File: src/dcache_pkg.sv
`default_nettype none

package dcache_pkg;

    localparam int data_w = 32;
    localparam int addr_w = 32;
    localparam int sel_w  = data_w / 8;

    // cached space is the low 64 KiB
    localparam int cached_bits = 16;

    // mmio window selected by address bits 19..16
    localparam int              mmio_lsb    = 16;
    localparam logic [3:0]      mmio_region = 4'hf;

    typedef logic [data_w-1:0] data_t;
    typedef logic [addr_w-1:0] addr_t;
    typedef logic [sel_w-1:0]  sel_t;

    typedef enum logic [2:0] {
        op_lw  = 3'd0,
        op_lh  = 3'd1,
        op_lhu = 3'd2,
        op_lb  = 3'd3,
        op_lbu = 3'd4,
        op_sw  = 3'd5,
        op_sh  = 3'd6,
        op_sb  = 3'd7
    } ldst_op_e;

    typedef enum logic [2:0] {
        st_idle,
        st_wback,
        st_fill,
        st_io,
        st_ack
    } ctrl_state_e;

    function automatic logic is_store(ldst_op_e op);
        return op inside {op_sw, op_sh, op_sb};
    endfunction

endpackage

`default_nettype wire

File: src/ldst_lanes.sv
`timescale 1ns/1ps
`default_nettype none

module ldst_lanes (
    input  logic [2:0]        op,
    input  logic [1:0]        byte_off,
    input  dcache_pkg::data_t old_word,
    input  dcache_pkg::data_t store_data,
    output dcache_pkg::data_t load_data,
    output dcache_pkg::data_t merged,
    output dcache_pkg::sel_t  sel
);

    dcache_pkg::ldst_op_e op_e;
    dcache_pkg::data_t    lane_data;
    logic [15:0]          half;
    logic [7:0]           byte_v;
    logic                 write;

    assign op_e   = dcache_pkg::ldst_op_e'(op);
    assign write  = dcache_pkg::is_store(op_e);
    assign half   = byte_off[1] ? old_word[31:16] : old_word[15:0];
    assign byte_v = old_word[{byte_off, 3'b000} +: 8];

    // load extraction
    always_comb begin
        case (op_e)
            dcache_pkg::op_lh:  load_data = {{16{half[15]}}, half};
            dcache_pkg::op_lhu: load_data = {16'h0000, half};
            dcache_pkg::op_lb:  load_data = {{24{byte_v[7]}}, byte_v};
            dcache_pkg::op_lbu: load_data = {24'h000000, byte_v};
            default:            load_data = old_word;
        endcase
    end

    // byte selects, all lanes for loads and full words
    always_comb begin
        case (op_e)
            dcache_pkg::op_sh: sel = byte_off[1] ? 4'b1100 : 4'b0011;
            dcache_pkg::op_sb: sel = dcache_pkg::sel_t'(4'b0001 << byte_off);
            default:           sel = 4'b1111;
        endcase
    end

    // replicate low bytes so every lane sees the store value
    always_comb begin
        case (op_e)
            dcache_pkg::op_sb: lane_data = {4{store_data[7:0]}};
            dcache_pkg::op_sh: lane_data = {2{store_data[15:0]}};
            default:           lane_data = store_data;
        endcase
    end

    always_comb begin
        for (int i = 0; i < 4; i++) begin
            merged[8*i +: 8] = (write && sel[i]) ? lane_data[8*i +: 8] : old_word[8*i +: 8];
        end
    end

endmodule

`default_nettype wire

File: config.mk
export PLATFORM = sky130hd
export DESIGN_NAME = ldst_lanes
export DESIGN_NICKNAME = d
export VERILOG_FILES = /design/src/dcache_pkg.sv /design/src/ldst_lanes.sv
export SDC_FILE = /design/constraint.sdc
export NUM_CORES = 1
export LEC_CHECK = 0
export CAP_MARGIN = 20
export CORE_MARGIN = 3
export CORE_UTILIZATION = 35
export DETAILED_ROUTE_END_ITERATION = 16
export DONT_BUFFER_PORTS = 1
export SETUP_SLACK_MARGIN = 0.3
export SLEW_MARGIN = 20
export SYNTH_ARGS = -nofsm -noshare
export SYNTH_HDL_FRONTEND = slang
export SYNTH_SLANG_ARGS = --single-unit
File: constraint.sdc
create_clock -name vclk -period 2.5
set_clock_uncertainty 0.2 [all_clocks]
set_input_delay 0.375 -clock vclk [all_inputs]
set_output_delay 0.375 -clock vclk [all_outputs]
set_load 0.005 [all_outputs]
==> metrics.md, run 1 <==
| Metric | Value |
|---|---|
| Area Growth Syn to Fin | -3.415% |
| Finished Core Util | 0.3626 |
| Fraction of layout cells with a size suffix above 1 | 0.2251 |
| Final setup viols | 0 |
| Leak Pwr | 0.7747 nW |
| Most common cell after layout, fill and taps aside | nand2_1 |
| Pre-antenna DRT Iters | 4 |
| Yosys top cell area share | 0.1475 |
| Wire per inst | 22.20 um |
| Peak supply drop | 0.04714 mV |
| Final hold violation count | 0 |
| Critical Path Sink Type | primary output |
| Startpoint types | input pin |
| Synth warnings | 0 |
| Worst Path Arrival | roughly 1.5 ns |
| Hold Crit Class | input pin to primary output |
| RSZ-0062 raised after global routing | false |
| Cell-internal power | 0.1474 mW |
| Dpl ws | around 0.33 ns |
| DR DRC count | 0 |
| Reg area | 0 um2 |
| Cells after Synth | 248 |
| Hold Slack | 0.6433 ns |
| Post-route ant nets | 0 |
| DR iter-0 viols | 93 |
| Sw frac | 0.5409 |
| Most frequent cells in the layout | 59 x nand2_1, 25 x a21oi_1, 25 x mux2i_1, 24 x mux2_2, 17 x nor2_1 |
| First-pass GRT wire length | 10,280 um |
| Final wirelength | 6617 um |
| Hpwl dp | 5423 um |
| Cell taking the most area after synthesis | mux2_2 |
| Final worst slack | 0.4772 ns |
| WP data required | 1.92 ns |
| Combinational group share of total power | 1.000 |
| Final setup TNS | 0 ns |
| Total power | 0.3210 mW |
| Synthesized cell area | 1832 um2 |
| Layout sequential cell count | 0 |
| Clkbuf count | 0 |
| Post-CTS setup buffers | 0 |
| Worst Setup EP | load_data[12] |
| Top cells by area, synth | mux2_2 15%, mux2i_1 14%, nand2_1 12% |
| Avg Vias per Cell | slightly above 6 |
| Vias in the first global route | 1,802 |
| Diodes inserted | 0 |
| Tcrit/Tclk final | 0.8091 |
| CP Launch Point | op[0] |
| Fmax | 0.4944 GHz |
| Syn_nets | 317 |
| Max Cap Viol | 0 |
| Slew Viols, Final | 0 |
| Port Buffer Count | 0 |
| P_sw | 0.1736 mW |
| Clock power share | 0 |
| Syn Area/Cell | 7.386 um2 |
| Routed via count | between 1,500 and 2,000 |
| Slew headroom | 0.6852 |
| GRT overflow | 0 |
| FILL cells | between 500 and 600 |
| Outcome | completed |
| Total track usage | 0.2068 |
| Post-synthesis sequential area ratio | 0 |
| Tmin final | 2.023 ns |
| Initial Util | 0.3754 |
| Die Wd | 78.35 um |
| Die height | 78.35 um |
| Pwr Density | about 180 nW/um2 |
| Gpl congestion | approximately 0.86 |
| Die area | just over 6000 um2 |
| IO Count | 137 |
| CORE AREA | 4880 um2 |
| Seq pwr share | 0 |
| Crit path kind | input pin to primary output |
| Worst-Margin Slew | 0.4702 ns |
| Rows | 25 |
| Final nets | 302 |
| Initial antenna violation count | 0 |
| Crit-path max FO | 19 |
| Count of cell types in the netlist | 37 |
| Pin count of the biggest net entering global routing | 30 |
-- kinds of logic (layout without fill, tap and decap cells) --
group	after synthesis	after routing	share of synthesized area
buf+inv	29	12	0.1107
fa+ha+maj	1	1	0.006147
xor+xnor	2	2	0.01366
simple gates	89	89	0.2152
mux	58	58	0.3900
compound gates	69	69	0.2644
-- through the flow --
stage	area (um2)	cells
final	1769	298
after global routing	1769	298
after CTS	1769	298
after detailed placement	1769	298
after global placement	1769	298
after floorplan	1832	248
-- per-layer routing --
layer / track usage / share of wire / vias up / routed length [um]
li1: - / - / 872 / -
met5: 0 / 0 / - / 0
met3: 0.04472 / 0.094 / 2 / 623
met2: 0.3305 / 0.45 / 108 / 2983
met4: 0.01399 / 0.0021 / 0 / 14
met1: 0.2968 / 0.45 / 842 / 2994
-- synth_stat cells (all sizes together), types with 2 or more instances --
cell / number
nor2: 17
nand2: 61
o21ai: 12
o2bb2ai: 9
a22oi: 7
nand3: 3
a21oi: 28
mux4: 8
mux2i: 26
inv: 9
xnor2: 2
and2: 2
mux2: 24
nand2b: 2
clkbuf: 2
o32ai: 9
buf: 18
-- layout make-up --
class | count | area (um2) | area share
inverter | 9 | 33.78 | 0.01909
timing repair buffer | 3 | 22.52 | 0.01273
multi-input combinational | 219 | 1629 | 0.9208
tap | 67 | 83.83 | 0.04738
-- worst min path at each step --
stage                            start  slack [ns]             to  cells after the start
after floorplan            old_word[0]        0.63   load_data[0]                      2
after global placement     old_word[6]        0.64   load_data[6]                      2
after detailed placement  old_word[27]        0.64  load_data[27]                      2
after CTS                 old_word[27]        0.64  load_data[27]                      2
after global routing       old_word[6]        0.65   load_data[6]                      2
final                     old_word[27]        0.64  load_data[27]                      2
-- repair_timing --
| item | 4_1_cts | 5_1_grt |
|---|---|---|
| setup endpoints to repair | 0 | 9 |
| hold buffers | 0 | 0 |
| resized for setup | 0 | 1 |
-- critical path, cell delays in order --
cell and delay (ns):
or2_2 0.41, and2_1 0.33, o2bb2ai_1 0.18, o21ai_0 0.13
-- power by group through the flow --
stage	logic (mW)	registers [mW]	clock network (mW)
after CTS	0.325	0	0
after floorplan	0.314	0	0
after global routing	0.359	0	0
after global placement	0.320	0	0
after detailed placement	0.323	0	0
final	0.321	0	0
(Power assumes the default switching activity.)
==> run 2: changes to the inputs <==
- ABC_AREA: unset -> 1
- clock period: 2.5 -> 1.7 ns (I/O delays scaled with it)
==> metrics.md, run 2 <==
| Metric | Value |
|---|---|
| Area Growth Syn to Fin | 41.09% |
| Vias in the first global route | 2,594 (+44%) |
| Combinational group share of total power | 1.000 (about the same) |
| RSZ-0062 raised after global routing | true |
| Final nets | 482 (+60%) |
| Fraction of layout cells with a size suffix above 1 | 0.3431 (+0.1180) |
| Sw frac | 0.6014 (+0.06050) |
| Reg area | 0 um2 (unchanged) |
| Clock power share | 0 (unchanged) |
| Fmax | 0.6627 GHz |
| Most common cell after layout, fill and taps aside | nand2_1 |
| Final setup viols | 0 (unchanged) |
| CP Launch Point | op[0] |
| Slew headroom | 0.8406 (+0.1554) |
| FILL cells | 538 (+0.94%) |
| Crit path max-delay family | simple AND/OR/NAND/NOR gates |
| Layout sequential cell count | 0 (unchanged) |
| Initial Util | 0.3679 (-0.007460) |
| Final hold violation count | 0 (unchanged) |
| Most frequent cells after synthesis | 150 x nand2_1, 96 x nand3_1, 38 x o21ai_0 |
| Post-route ant nets | 0 (unchanged) |
| Crit path kind | input pin to primary output |
| WP data required | 1.24 ns (-0.68 ns) |
| Synth warnings | 0 (unchanged) |
| Worst-Margin Slew | 0.2391 ns (-0.2311 ns) |
| Port Buffer Count | 0 (unchanged) |
| Tmin final | 1.509 ns |
| Diodes inserted | 0 (unchanged) |
| GRT overflow | 0 (unchanged) |
| Gpl congestion | 0.9476 (+10%) |
| Seq pwr share | 0 (unchanged) |
| Die height | 79.74 um (+1.8%) |
| DR iter-0 viols | 341 (+270%) |
| Pwr Density | 274.5 nW/um2 (+51%) |
| CP most frequent cell | nand2_2 |
| Crit-path max FO | 11 (-8) |
| Rows | 26 (+4.0%) |
| Syn_nets | 474 (+50%) |
| Die Wd | 79.74 um (+1.8%) |
| Critical Path Sink Type | primary output |
| Die area | 6358 um2 (+3.6%) |
| CP peak stage delay | 0.20 ns (-0.21 ns) |
| First-pass GRT wire length | 14,430 um (+40%) |
| DR DRC count | 0 (unchanged) |
| Leak Pwr | 1.384 nW (+79%) |
| Syn Area/Cell | 4.699 um2 (-36%) |
| Max Cap Viol | 0 (unchanged) |
| Outcome | completed |
| Cells after Synth | 405 (+63%) |
| IO Count | 137 (unchanged) |
| P_sw | 0.4432 mW (+160%) |
| Final wirelength | 9855 um (+49%) |
| Yosys top cell area share | 0.2959 (+0.1483) |
| Pin count of the biggest net entering global routing | 37 (+23%) |
| Clkbuf count | 0 (unchanged) |
| CP max stage cell | buf_6 |
| Worst Setup EP | merged[27] |
| Avg Vias per Cell | 6.195 (+1.2%) |
| Startpoint types | input pin |
| Final setup TNS | 0 ns (unchanged) |
| Routed via count | 2,980 (+63%) |
| Buffers and inverters on the worst path | 2 (+2) |
| Hold Crit Class | input pin to primary output |
| Cell taking the most area after synthesis | nand2_1 |
| Most frequent cells in the layout | 111 x nand2_1, 70 x nand3_1, 31 x nand2_2, 30 x o21ai_0, 27 x nand3_2 |
| Total track usage | 0.2860 (+0.07924) |
| Synthesized cell area | 1903 um2 (+3.9%) |
| Wire per inst | 20.49 um (-7.7%) |
| Count of cell types in the netlist | 22 (-41%) |
| Initial antenna violation count | 0 (unchanged) |
| Post-synthesis sequential area ratio | 0 (unchanged) |
| Peak supply drop | 0.1049 mV (+120%) |
| Pre-antenna DRT Iters | 5 (+1) |
| Hpwl dp | 6880 um (+27%) |
| CP cell instances | inv_16 -> nand4_1 -> buf_6 -> nand3_4 -> nand2_8 -> nand2_2 -> nand2_2 |
| Tcrit/Tclk final | 0.8876 |
| Most common cell in the netlist | nand2_1 |
| Levels on crit path | 7 (+3) |
| Top cells by area, synth | nand2_1 30%, nand3_1 25%, o21ai_0 10% |
| CORE AREA | 5172 um2 (+6.0%) |
| Slew Viols, Final | 0 (unchanged) |
| Total power | 0.7370 mW (+130%) |
| Cell-internal power | 0.2938 mW (+99%) |
| Worst Path Arrival | 1.05 ns (-0.40 ns) |
==> run 2: cell families (layout without fill, tap and decap cells) <==
kind of cell    after synthesis  in the layout  synth area share
simple gates                285            288            0.6864
buf+inv                      63             66            0.1400
compound gates               57             57            0.1736
==> run 2: area by class of cell <==
| class | count | area [um2] | area share |
|---|---|---|---|
| multi-input combinational | 345 | 2067 | 0.7698 |
| tap | 70 | 87.58 | 0.03262 |
| inverter | 31 | 148.9 | 0.05545 |
| timing repair buffer | 35 | 381.6 | 0.1421 |
==> run 2: stage by stage <==
step	setup slack [ns]	std cells	instance area, um2	hold WS, ns	utilization
after floorplan	0.1269	405	1992	0.3950	-
after global placement	0.07895	467	2078	0.4053	0.4018
after detailed placement	0.07810	467	2078	0.4062	0.4018
after CTS	0.2709	476	2449	0.3947	0.4734
after global routing	0.1706	481	2685	0.4003	0.5191
final	0.1911	481	2685	0.3950	0.5191
==> run 2: worst min path at each step <==
stage | from | to | slack (ns) | cells after the start
5_1_grt | old_word[30] | merged[30] | 0.40 | 2
3_3_place_gp | old_word[21] | merged[21] | 0.41 | 2
2_1_floorplan | old_word[16] | merged[16] | 0.39 | 2
3_5_place_dp | old_word[17] | merged[17] | 0.41 | 2
4_1_cts | old_word[28] | merged[28] | 0.39 | 2
6_report | old_word[28] | merged[28] | 0.40 | 2
==> run 2: repair_timing <==
item / in CTS / in global routing
setup endpoints to repair: 66 / 64
hold buffers: 0 / 0
setup buffers: 6 / 2
gates cloned: 3 / 3
gates resized for setup: 74 / 44
pin swaps: 22 / 21
==> run 2: power by group through the flow <==
stage               Combinational (mW)  Clock [mW]  Sequential, mW
finish                           0.737           0               0
global route                     0.807           0               0
CTS                              0.670           0               0
detailed placement               0.573           0               0
global placement                 0.565           0               0
floorplan                        0.484           0               0
==> run 2: metal layers <==
layer,routed length [um],vias to the layer above,track usage
met2,4681,188,0.4883
met3,983,29,0.05982
met5,0,-,0
met4,358,0,0.07770
li1,-,1390,-
met1,3832,1373,0.3617
