<file path="src/dcache_pkg.sv">
`default_nettype none

package dcache_pkg;

    localparam int data_w = 32;
    localparam int addr_w = 32;
    localparam int sel_w  = data_w / 8;

    // cached space is the low 64 KiB
    localparam int cached_bits = 16;

    // mmio window selected by address bits 19..16
    localparam int              mmio_lsb    = 16;
    localparam logic [3:0]      mmio_region = 4'hf;

    typedef logic [data_w-1:0] data_t;
    typedef logic [addr_w-1:0] addr_t;
    typedef logic [sel_w-1:0]  sel_t;

    typedef enum logic [2:0] {
        op_lw  = 3'd0,
        op_lh  = 3'd1,
        op_lhu = 3'd2,
        op_lb  = 3'd3,
        op_lbu = 3'd4,
        op_sw  = 3'd5,
        op_sh  = 3'd6,
        op_sb  = 3'd7
    } ldst_op_e;

    typedef enum logic [2:0] {
        st_idle,
        st_wback,
        st_fill,
        st_io,
        st_ack
    } ctrl_state_e;

    function automatic logic is_store(ldst_op_e op);
        return op inside {op_sw, op_sh, op_sb};
    endfunction

endpackage

`default_nettype wire

</file>
<file path="src/mem_req_if.sv">
`timescale 1ns/1ps
`default_nettype none

// single-word request channel from the cache controller to the bus bridge
interface mem_req_if;

    logic              req;
    logic              we;
    dcache_pkg::addr_t adr;
    dcache_pkg::sel_t  sel;
    dcache_pkg::data_t wdata;
    dcache_pkg::data_t rdata;
    logic              done;

    modport ctrl (
        output req, we, adr, sel, wdata,
        input  rdata, done
    );

    modport bridge (
        input  req, we, adr, sel, wdata,
        output rdata, done
    );

endinterface

`default_nettype wire

</file>
<file path="src/wb_bridge.sv">
`timescale 1ns/1ps
`default_nettype none

module wb_bridge (
    input  logic              clk,
    input  logic              rst,
    mem_req_if.bridge         req,
    output logic              mem_cyc,
    output logic              mem_stb,
    output logic              mem_we,
    output dcache_pkg::addr_t mem_adr,
    output dcache_pkg::sel_t  mem_sel,
    output dcache_pkg::data_t mem_dat_w,
    input  dcache_pkg::data_t mem_dat_r,
    input  logic              mem_ack
);

    typedef enum logic {br_idle, br_busy} br_state_e;

    br_state_e state;
    logic      start;
    logic      finish;

    // the request is still high in the done cycle, so skip it
    assign start  = (state == br_idle) && req.req && !req.done;
    assign finish = (state == br_busy) && mem_ack;

    always_ff @(posedge clk) begin
        if (rst) begin
            state    <= br_idle;
            mem_cyc  <= 1'b0;
            mem_stb  <= 1'b0;
            mem_we   <= 1'b0;
            req.done <= 1'b0;
        end else begin
            req.done <= finish;
            if (start) begin
                state   <= br_busy;
                mem_cyc <= 1'b1;
                mem_stb <= 1'b1;
                mem_we  <= req.we;
            end else if (finish) begin
                state   <= br_idle;
                mem_cyc <= 1'b0;
                mem_stb <= 1'b0;
                mem_we  <= 1'b0;
            end
        end
    end

    always_ff @(posedge clk) begin
        if (start) begin
            mem_adr   <= req.adr;
            mem_sel   <= req.sel;
            mem_dat_w <= req.wdata;
        end
        if (finish) req.rdata <= mem_dat_r;
    end

endmodule

`default_nettype wire
</file>
<file path="src/flat_wrapper.sv">
// flat-port wrapper written by rule: the top's interface ports become plain ports
module wb_bridge_flat 
  (clk, rst, mem_cyc, mem_stb, mem_we, mem_adr, mem_sel, mem_dat_w, mem_dat_r, mem_ack, req_req, req_we, req_adr, req_sel, req_wdata, req_rdata, req_done);
  mem_req_if req_i ();
  input  logic clk;
  input  logic rst;
  output logic mem_cyc;
  output logic mem_stb;
  output logic mem_we;
  output dcache_pkg::addr_t mem_adr;
  output dcache_pkg::sel_t mem_sel;
  output dcache_pkg::data_t mem_dat_w;
  input  dcache_pkg::data_t mem_dat_r;
  input  logic mem_ack;
  input wire logic [$bits(req_i.req)-1:0] req_req;
  input wire logic [$bits(req_i.we)-1:0] req_we;
  input wire logic [$bits(req_i.adr)-1:0] req_adr;
  input wire logic [$bits(req_i.sel)-1:0] req_sel;
  input wire logic [$bits(req_i.wdata)-1:0] req_wdata;
  output wire logic [$bits(req_i.rdata)-1:0] req_rdata;
  output wire logic [$bits(req_i.done)-1:0] req_done;
  assign req_i.req = req_req;
  assign req_i.we = req_we;
  assign req_i.adr = req_adr;
  assign req_i.sel = req_sel;
  assign req_i.wdata = req_wdata;
  assign req_rdata = req_i.rdata;
  assign req_done = req_i.done;
  wb_bridge u_core (.clk(clk), .rst(rst), .req(req_i), .mem_cyc(mem_cyc), .mem_stb(mem_stb), .mem_we(mem_we), .mem_adr(mem_adr), .mem_sel(mem_sel), .mem_dat_w(mem_dat_w), .mem_dat_r(mem_dat_r), .mem_ack(mem_ack));
endmodule
</file>
<file path="config.mk">
export PLATFORM = sky130hd
export DESIGN_NAME = wb_bridge_flat
export DESIGN_NICKNAME = d
export VERILOG_FILES = /design/src/dcache_pkg.sv /design/src/mem_req_if.sv /design/src/wb_bridge.sv /design/src/flat_wrapper.sv
export SDC_FILE = /design/constraint.sdc
export NUM_CORES = 1
export LEC_CHECK = 0
export BUFFER_PORTS_ARGS = -buffer_cell sky130_fd_sc_hd__buf_2
export CELL_PAD_IN_SITES_DETAIL_PLACEMENT = 1
export CELL_PAD_IN_SITES_GLOBAL_PLACEMENT = 1
export CORE_MARGIN = 10
export CORE_UTILIZATION = 35
export DETAILED_ROUTE_END_ITERATION = 6
export GPL_TIMING_DRIVEN = 0
export HOLD_SLACK_MARGIN = 0.12
export PLACE_DENSITY_LB_ADDON = 0.12
export SYNTH_ARGS = -nofsm -noshare
export SYNTH_HDL_FRONTEND = slang
export SYNTH_SLANG_ARGS = --single-unit
</file>
<file path="constraint.sdc">
create_clock -name clk -period 4.01 [get_ports clk]
set_input_delay 0.401 -clock clk [delete_from_list [all_inputs] [get_ports clk]]
set_output_delay 0.401 -clock clk [all_outputs]
set_load 0.01 [all_outputs]
</file>
==> results of run 1 <==
## state kept, by name, indices dropped and copies added, names as in the netlist
signal            flops
u_core.mem_adr       32
u_core.mem_cyc        1
u_core.mem_dat_w     32
u_core.mem_sel        4
u_core.mem_we         1
u_core.req.done       1
u_core.req.rdata     32
## power by group through the flow
stage	logic, mW	registers, mW	clock network [mW]
after global routing	0.210	1.27	0.699
after floorplan	0.0264	1.33	0
after global placement	0.175	1.29	0
final	0.191	1.27	0.624
after CTS	0.198	1.27	0.649
after detailed placement	0.198	1.29	0
## logic make-up (layout without fill, tap and decap cells)
family / Yosys count / count (layout) / synth area share [%]
flip-flops: 103 / 103 / 97.7
AND/OR/NAND/NOR: 5 / 5 / 1.48
other: 0 / 2 / 0
AO/OA/AOI/OAI: 1 / 1 / 0.159
buffers and inverters: 2 / 230 / 0.359
multiplexers: 1 / 1 / 0.319
## how the worst min path moves through the flow
stage                               startpoint                              to  slack [ns]  cells past startpoint
CTS                              mem_dat_r[18]  u_core.req.rdata[18]$_DFFE_PP_        0.20                      1
global route                     mem_dat_r[27]  u_core.req.rdata[27]$_DFFE_PP_        0.18                      1
detailed placement  u_core.mem_we$_SDFFE_PP0P_      u_core.mem_we$_SDFFE_PP0P_        0.52                      2
global placement    u_core.mem_we$_SDFFE_PP0P_      u_core.mem_we$_SDFFE_PP0P_        0.51                      2
floorplan                                  rst      u_core.mem_we$_SDFFE_PP0P_        0.47                      1
finish                           req_wdata[23]  u_core.mem_dat_w[23]$_DFFE_PP_        0.21                      1
## placed cells by master, fill, tap and decap left out, drive strengths merged
master,n
and2,1
diode,2
clkbuf,11
dfxtp,3
nor3b,1
nor2,1
edfxtp,100
bufinv,1
clkinvlp,2
inv,1
buf,213
nor3,1
nor2b,1
mux2i,1
a21oi,1
clkinv,2
## area by class of cell
class / count / share of cell area (%)
Antenna cell: 2 / 0.109
Tap cell: 108 / 2.94
Timing Repair Buffer: 212 / 24.5
Sequential cell: 103 / 66.7
Clock inverter: 5 / 1.28
Multi-Input combinational cell: 7 / 1.34
Clock buffer: 11 / 2.86
Buffer: 1 / 0.163
Inverter: 1 / 0.0817
## routing by layer
metal | up-vias | GRT usage [%] | share of wire [%]
li1 | 893 | - | -
met1 | 944 | 12.6 | 33
met2 | 108 | 23.7 | 54
met3 | 12 | 7.60 | 11
met4 | 0 | 4.18 | 1.6
met5 | - | 0 | 0
==> flow_summary.ini, run 1 <==
[final_layout]
multi_input_area_um2 = 61.3
final_layout_size_suffix_gt1_share_pct = 67.6
ff_latch_area_um2 = 3060
final_core_util_pct = 52.7
nFillCells = 888
nets = 440
finalNonFillerCells = 450
stdcell_area_um2 = 4590
syn2layout_area_growth_pct = 46.4

[power]
clkPwrFrac_pct = 30.0
p_sw_mw = 0.452
p_total_mw = 2.08
combPwrFrac_pct = 9.2
ir_drop_mv = 0.188
leakage_nw = 1.95
switching_share_pct = 21.7
seqPwrFrac_pct = 60.8
power_density_nw_per_um2 = 453
power.internal_mw = 1.63

[die]
fp.dieH_um = 115
die_area_um2 = 13100
num_io_pins = 209
core_um2 = 8720
die_x_um = 115
initial_core_util_pct = 36.0
rows = 34

[place]
place_congestion = 0.667
dp_cells = 432
dp_hpwl_um = 7530
place_area_um2 = 4400
place_ws_ns = 2.13
portBuffers = 208

[clocking]
cts_buffers = 9
cts-root-buf = clkbuf_8
ctsResizeCount = 0
insertion_delay_ns = 0.36
cts.clk_slew.worst_paths_ns = 0.10
clock_path_buffers = 2
htree_num_levels = 3
cts_setup_buffers = 0
cts_tree = done
clock_sinks = 103
holdBufCountCts = 0

[yosys]
synthDistinctLibCells = 11
async_reset_ff_share_pct = 0
seq_area_frac_synth_pct = 97.7
syn_area_per_cell_um2 = 28.0
synth_warnings = 0
synth.area.top_cells = edfxtp_1 (96%), dfxtp_1 (1.9%), nor3b_4 (0.60%)
synthTopCellsByCount = edfxtp_1 (100), dfxtp_1 (3)
synth_nets = 217
netlist_instances = 112
ys_seq_elements = 103
synth_edf_count = 100
synth_top_area_cell = edfxtp_1
netlist_area_um2 = 3140
synth_top_area_share_pct = 95.8
synth_most_common_cell = edfxtp_1
synth_ff_type = edfxtp_1

[sta]
finClkSkew_ns = 0.00852
min_period_ns = 1.79
slew_headroom_pct = 46.8
slew_violations = 0
setup_tns_ns = 0
fin_crit_sh_pct = 44.6
max_freq_ghz = 0.559
worstMarginPinSlew_ns = 0.798
finalHoldViolCount = 0
rsz0062_at_grt = no
setup_viol = 0
timing.hold.ws_ns = 0.212
setup_slack_ns = 2.22

[detailed_routing]
post_drt_via_cell_ratio = 4.35
via_count = 1957
drt_iter0_drc = 67
first_pass_iters = 4
drc = 0
drt.antenna.violating_nets = 0
wire_per_inst_um = 20.3
wirelength_um = 9160

[setup_path]
crit_end = u_core.mem_dat_w[22]$_DFFE_PP_
reg2reg_from = u_core.mem_cyc$_SDFFE_PP0P_
crit_chain = nor3b_4 -> buf_16 -> buf_16
cp_common_cell = buf_16
worstPathMaxFanout = 19
path_depth = 3
startpoint = u_core.mem_cyc$_SDFFE_PP0P_
critical_path_class = flop to flop
rrSetupSlack_ns = 2.22
slowest_stage = nor3b_4
critical_path.top_delay_family = simple AND/OR/NAND/NOR gates
arrival_ns = 1.86
r2r-end = u_core.mem_dat_w[22]$_DFFE_PP_
cp-end-kind = flop
slowest_delay_ns = 0.69
start_kind = flop
critical_path_buf_inv_count = 2
r2r_cells = 3
required_ns = 4.08

[global_route]
grt_pass1_wl_um = 12800
overflow = 0
antenna_found_initial = 1
grt_max_degree = 35
grt_usage_pct = 13.3
grt_pass1_vias = 2117

[min_path]
min_path_type = input port to flop

[flow_run]
cap_violations = 0

[status]
outcome = completed
Power figures use the tool's default switching activity.
==> run 2: changes to the inputs <==
- CORE_UTILIZATION: 35 -> 29
- clock period: 4.01 -> 1.54 ns (I/O delays scaled with it)
==> flow_summary.ini, run 2 <==
[status]
outcome = stopped before the end
lastStage = clock tree synthesis
toolErrorMsg = [ERROR RSZ-0060] Max buffer count reached.

[yosys]
synthTopCellsByCount = edfxtp_1 (100), dfxtp_1 (3)
netlist_area_um2 = 3140
synthDistinctLibCells = 11
synth_top_area_share_pct = 95.8
ys_seq_elements = 103
netlist_instances = 112
synth_ff_type = edfxtp_1
seq_area_frac_synth_pct = 97.7
synth.area.top_cells = edfxtp_1 (96%), dfxtp_1 (1.9%), nor3b_4 (0.60%)
synth_nets = 217
synth_top_area_cell = edfxtp_1
async_reset_ff_share_pct = 0
synth_warnings = 0
synth_edf_count = 100
syn_area_per_cell_um2 = 28.0
synth_most_common_cell = edfxtp_1

[die]
fp.dieH_um = 124
die_x_um = 124
initial_core_util_pct = 30.1
rows = 37
num_io_pins = 209

[place]
place_area_um2 = 4420
place_congestion = 0.748
portBuffers = 208
dp_hpwl_um = 7590

[clocking]
cts_buffers = 9
cts-root-buf = clkbuf_8
htree_num_levels = 3
cts_setup_buffers = 4
clock_path_buffers = 2
ctsResizeCount = 0
holdBufCountCts = 101
clock_sinks = 103
run 2: logic make-up after synthesis:
family          share of synthesized area [%]
flops                                    97.7
mux                                     0.319
buf+inv                                 0.359
simple gates                             1.48
compound gates                          0.159
run 2: through the flow:
stage / std cells / worst slack (ns) / hold slack (ns)
after floorplan: 112 / -1.14 / 0.218
after global placement: 456 / -1.90 / 0.331
after detailed placement: 460 / -0.0396 / 0.332
==> run 3: changes to the inputs <==
- CELL_PAD_IN_SITES_DETAIL_PLACEMENT: 1 -> default
- CELL_PAD_IN_SITES_GLOBAL_PLACEMENT: 1 -> default
- CORE_UTILIZATION: 29 -> 40
- HOLD_SLACK_MARGIN: 0.12 -> default
- PLACE_DENSITY_LB_ADDON: 0.12 -> 0.15
- clock period: 1.54 -> 2 ns (I/O delays scaled with it)
==> flow_summary.ini, run 3 (synthesized netlist as in run 1, its figures left out) <==
[status]
outcome = completed

[final_layout]
final_core_util_pct = 66.3
syn2layout_area_growth_pct = 62.5
antennaDiodeCount = 0
top_regs = u_core.mem_adr x32, u_core.mem_dat_w x32, u_core.req.rdata x32
stdcell_area_um2 = 5090
final_layout_size_suffix_gt1_share_pct = 59.0
ff_latch_area_um2 = 3070
nFillCells = 559
final_cell_mix = buf_2 (208), edfxtp_1 (100), dlygate4sd3_1 (54)
multi_input_area_um2 = 61.3
nets = 494
layout_commonest_cell = buf_2

[clocking]
cts_tree = done
cts-root-buf = clkbuf_8
clock_sinks = 103
htree_num_levels = 3
clock_path_buffers = 2
cts_buffers = 9
insertion_delay_ns = 0.35
cts_setup_buffers = 0
cts.clk_slew.worst_paths_ns = 0.08
ctsResizeCount = 0
holdBufCountCts = 54

[global_route]
antenna_found_initial = 0
grt_usage_pct = 15.3
grt_max_degree = 35
grt_pass1_wl_um = 13500
overflow = 0
grt_pass1_vias = 2358

[die]
num_io_pins = 209
die_x_um = 109
fp.dieH_um = 109
rows = 32
initial_core_util_pct = 40.8
die_area_um2 = 11800
core_um2 = 7690

[sta]
worstMarginPinSlew_ns = 0.757
setup_tns_ns = 0
min_period_ns = 1.76
setup_slack_ns = 0.235
max_freq_ghz = 0.567
slew_violations = 0
rsz0062_at_grt = no
finClkSkew_ns = 0.00983
finalHoldViolCount = 0
fin_crit_sh_pct = 88.2
setup_viol = 0
slew_headroom_pct = 49.6

[place]
place_area_um2 = 4370
dp_hpwl_um = 6740
place_congestion = 0.715
portBuffers = 208
place_ws_ns = 0.206

[detailed_routing]
wl_met2_um = 4470
wirelength_um = 9180
wl_met3_um = 1370
first_pass_iters = 4
drt_iter0_drc = 56
drc = 0
wire_per_inst_um = 18.5
drt.antenna.violating_nets = 0
post_drt_via_cell_ratio = 4.30
via_count = 2127
highest_layer = met4
m1WireLength_um = 3180

[setup_path]
critical_path_class = flop to flop
start_kind = flop
cp-end-kind = flop
arrival_ns = 1.82
required_ns = 2.06
worstPathMaxFanout = 16

[flow_run]
cap_violations = 0

[min_path]
min_path_type = input port to flop

[power]
ir_drop_mv = 0.409
power_density_nw_per_um2 = 828
leakage_nw = 2.17
p_total_mw = 4.22
-- run 3: final timing paths --
path,startpoint,to,slack [ns],depth (start not counted)
min reg2reg,u_core.mem_we$_SDFFE_PP0P_,u_core.mem_we$_SDFFE_PP0P_,0.55,2
min,req_adr[3],u_core.mem_adr[3]$_DFFE_PP_,0.02,1
max reg2reg,u_core.mem_cyc$_SDFFE_PP0P_,u_core.mem_dat_w[26]$_DFFE_PP_,0.24,4
max,u_core.mem_cyc$_SDFFE_PP0P_,u_core.mem_dat_w[26]$_DFFE_PP_,0.24,4
-- run 3: critical path, stage by stage, from the launching register on --
cell,delay (ns)
dfxtp_2,0.36
nor3b_4,0.52
buf_8,0.24
buf_8,0.17
buf_8,0.18
-- run 3: power by group --
| part | switching (mW) | internal (mW) | leakage (nW) |
|---|---|---|---|
| registers | 0.0278 | 2.51 | 0.970 |
| clock network | 0.657 | 0.567 | 0.0887 |
| logic | 0.219 | 0.237 | 1.11 |
-- run 3: final cells by class --
cell class / instances / area share (%)
clock buffer: 9 / 2.43
sequential: 103 / 60.2
tap: 102 / 2.51
clock inverter: 6 / 1.23
timing repair buffer: 266 / 32.2
inverter: 1 / 0.0737
multi-input combinational: 7 / 1.20
buffer: 1 / 0.147
-- run 3: layer usage --
metal / GRT usage (%) / up-vias
li1: - / 997
met1: 15.5 / 977
met2: 25.5 / 140
met3: 8.69 / 13
met4: 6.87 / 0
met5: 0 / -
-- run 3: stage by stage --
| step | hold WS, ns | instances |
|---|---|---|
| 5_1_grt | 0.000874 | 495 |
| 4_1_cts | 0.000117 | 495 |
| 2_1_floorplan | 0.264 | 112 |
| 6_report | 0.0245 | 495 |
| 3_5_place_dp | 0.378 | 426 |
| 3_3_place_gp | 0.377 | 422 |
==> run 4: changes to the inputs <==
- CELL_PAD_IN_SITES_DETAIL_PLACEMENT: default -> 0
- CELL_PAD_IN_SITES_GLOBAL_PLACEMENT: default -> 2
- CORE_UTILIZATION: 40 -> 27
==> flow_summary.ini, run 4 (synthesized netlist as in run 1, its figures left out) <==
[final_layout]
layout_commonest_cell = buf_2
ff_latch_area_um2 = 3070
multi_input_area_um2 = 61.3
final_cell_mix = buf_2 (208), edfxtp_1 (100), clkbuf_16 (9)
antennaDiodeCount = 0
final_layout_size_suffix_gt1_share_pct = 67.0
syn2layout_area_growth_pct = 49.6
nFillCells = 1081
nets = 440
top_regs = u_core.mem_adr x32, u_core.mem_dat_w x32, u_core.req.rdata x32

[global_route]
grt_pass1_vias = 2145
overflow = 0
grt_pass1_wl_um = 13000
grt_usage_pct = 10.7
antenna_found_initial = 1
grt_max_degree = 35

[power]
leakage_nw = 1.98
ir_drop_mv = 0.465
power_density_nw_per_um2 = 946

[clocking]
holdBufCountCts = 0
insertion_delay_ns = 0.34
cts-root-buf = clkbuf_16
clock_path_buffers = 2
cts.clk_slew.worst_paths_ns = 0.06
cts_setup_buffers = 0
cts_buffers = 9
ctsResizeCount = 0
clock_sinks = 103
htree_num_levels = 3
cts_tree = done

[place]
place_congestion = 0.691
dp_hpwl_um = 7170
place_ws_ns = 0.235
portBuffers = 208

[setup_path]
required_ns = 2.05
critical_path_class = flop to flop
start_kind = flop
worstPathMaxFanout = 19
cp-end-kind = flop
arrival_ns = 1.74

[detailed_routing]
via_count = 1957
wirelength_um = 8830
drt_iter0_drc = 69
drc = 0
post_drt_via_cell_ratio = 4.06
drt.antenna.violating_nets = 0
first_pass_iters = 4
wire_per_inst_um = 18.3

[sta]
setup_viol = 0
slew_violations = 0
min_period_ns = 1.69
setup_tns_ns = 0
worstMarginPinSlew_ns = 0.793
finalHoldViolCount = 0
fin_crit_sh_pct = 84.3
setup_slack_ns = 0.315
finClkSkew_ns = 0.00501
max_freq_ghz = 0.593
slew_headroom_pct = 47.2
rsz0062_at_grt = no

[min_path]
min_path_type = input port to flop

[die]
rows = 39
num_io_pins = 209
fp.dieH_um = 128
die_area_um2 = 16300
core_um2 = 11400
initial_core_util_pct = 27.5
die_x_um = 128

[status]
outcome = completed

[flow_run]
cap_violations = 0
run 4: cell types whose count changed in the layout (fill, tap and decap cells not counted), moves of 2 or more:
cell	before	now
clkinvlp_4	2	0
clkbuf_16	0	9
clkinv_1	1	3
clkbuf_1	0	3
dlygate4sd3_1	54	0
buf_16	0	2
buf_8	4	2
clkbuf_8	9	0
run 4: area by class of cell:
type / instances / area share (%)
Tap cell: 143 / 3.81
Clock inverter: 3 / 0.240
Clock buffer: 12 / 5.04
Buffer: 1 / 0.160
Sequential cell: 103 / 65.4
Timing Repair Buffer: 212 / 24.0
Multi-Input combinational cell: 7 / 1.31
Inverter: 1 / 0.0800
run 4: critical path, cell delays in order, from the launching register on:
cell and delay [ns]:
dfxtp_2 0.35, nor3b_4 0.44, buf_8 0.24, buf_8 0.19
buf_16 0.17
run 4: per-stage QoR:
step | hold slack [ns] | total power [mW] | std cells | util (%) | cell area [µm²]
6_report | 0.0297 | 4.44 | 482 | 41.1 | 4690
5_1_grt | 0.0106 | 4.65 | 482 | 41.1 | 4690
2_1_floorplan | 0.264 | 2.71 | 112 | - | 3140
4_1_cts | 0.00645 | 4.53 | 482 | 41.1 | 4690
3_5_place_dp | 0.378 | 2.98 | 467 | 38.9 | 4440
3_3_place_gp | 0.376 | 2.95 | 463 | 38.2 | 4360
run 4: path summary, 6_finish.rpt:
check / start / to / slack [ns] / cells past startpoint
min reg2reg: u_core.mem_cyc$_SDFFE_PP0P_ / u_core.mem_cyc$_SDFFE_PP0P_ / 0.55 / 2
max reg2reg: u_core.mem_cyc$_SDFFE_PP0P_ / u_core.mem_adr[24]$_DFFE_PP_ / 0.31 / 4
min: mem_dat_r[4] / u_core.req.rdata[4]$_DFFE_PP_ / 0.03 / 1
max: u_core.mem_cyc$_SDFFE_PP0P_ / u_core.mem_adr[24]$_DFFE_PP_ / 0.31 / 4
run 4: layer usage:
layer  global-route usage [%]  up-vias  part of all wire [%]
met3                     8.35       13                    18
met5                        0        -                  0.15
met1                     11.6      894                    38
li1                         -      893                     -
met4                     6.16        2                   2.1
met2                     14.5      155                    41
run 4: report_power, final:
group | total (mW) | switching [mW] | internal (mW)
logic | 0.380 | 0.203 | 0.177
clock network | 1.52 | 0.693 | 0.825
registers | 2.54 | 0.0270 | 2.51
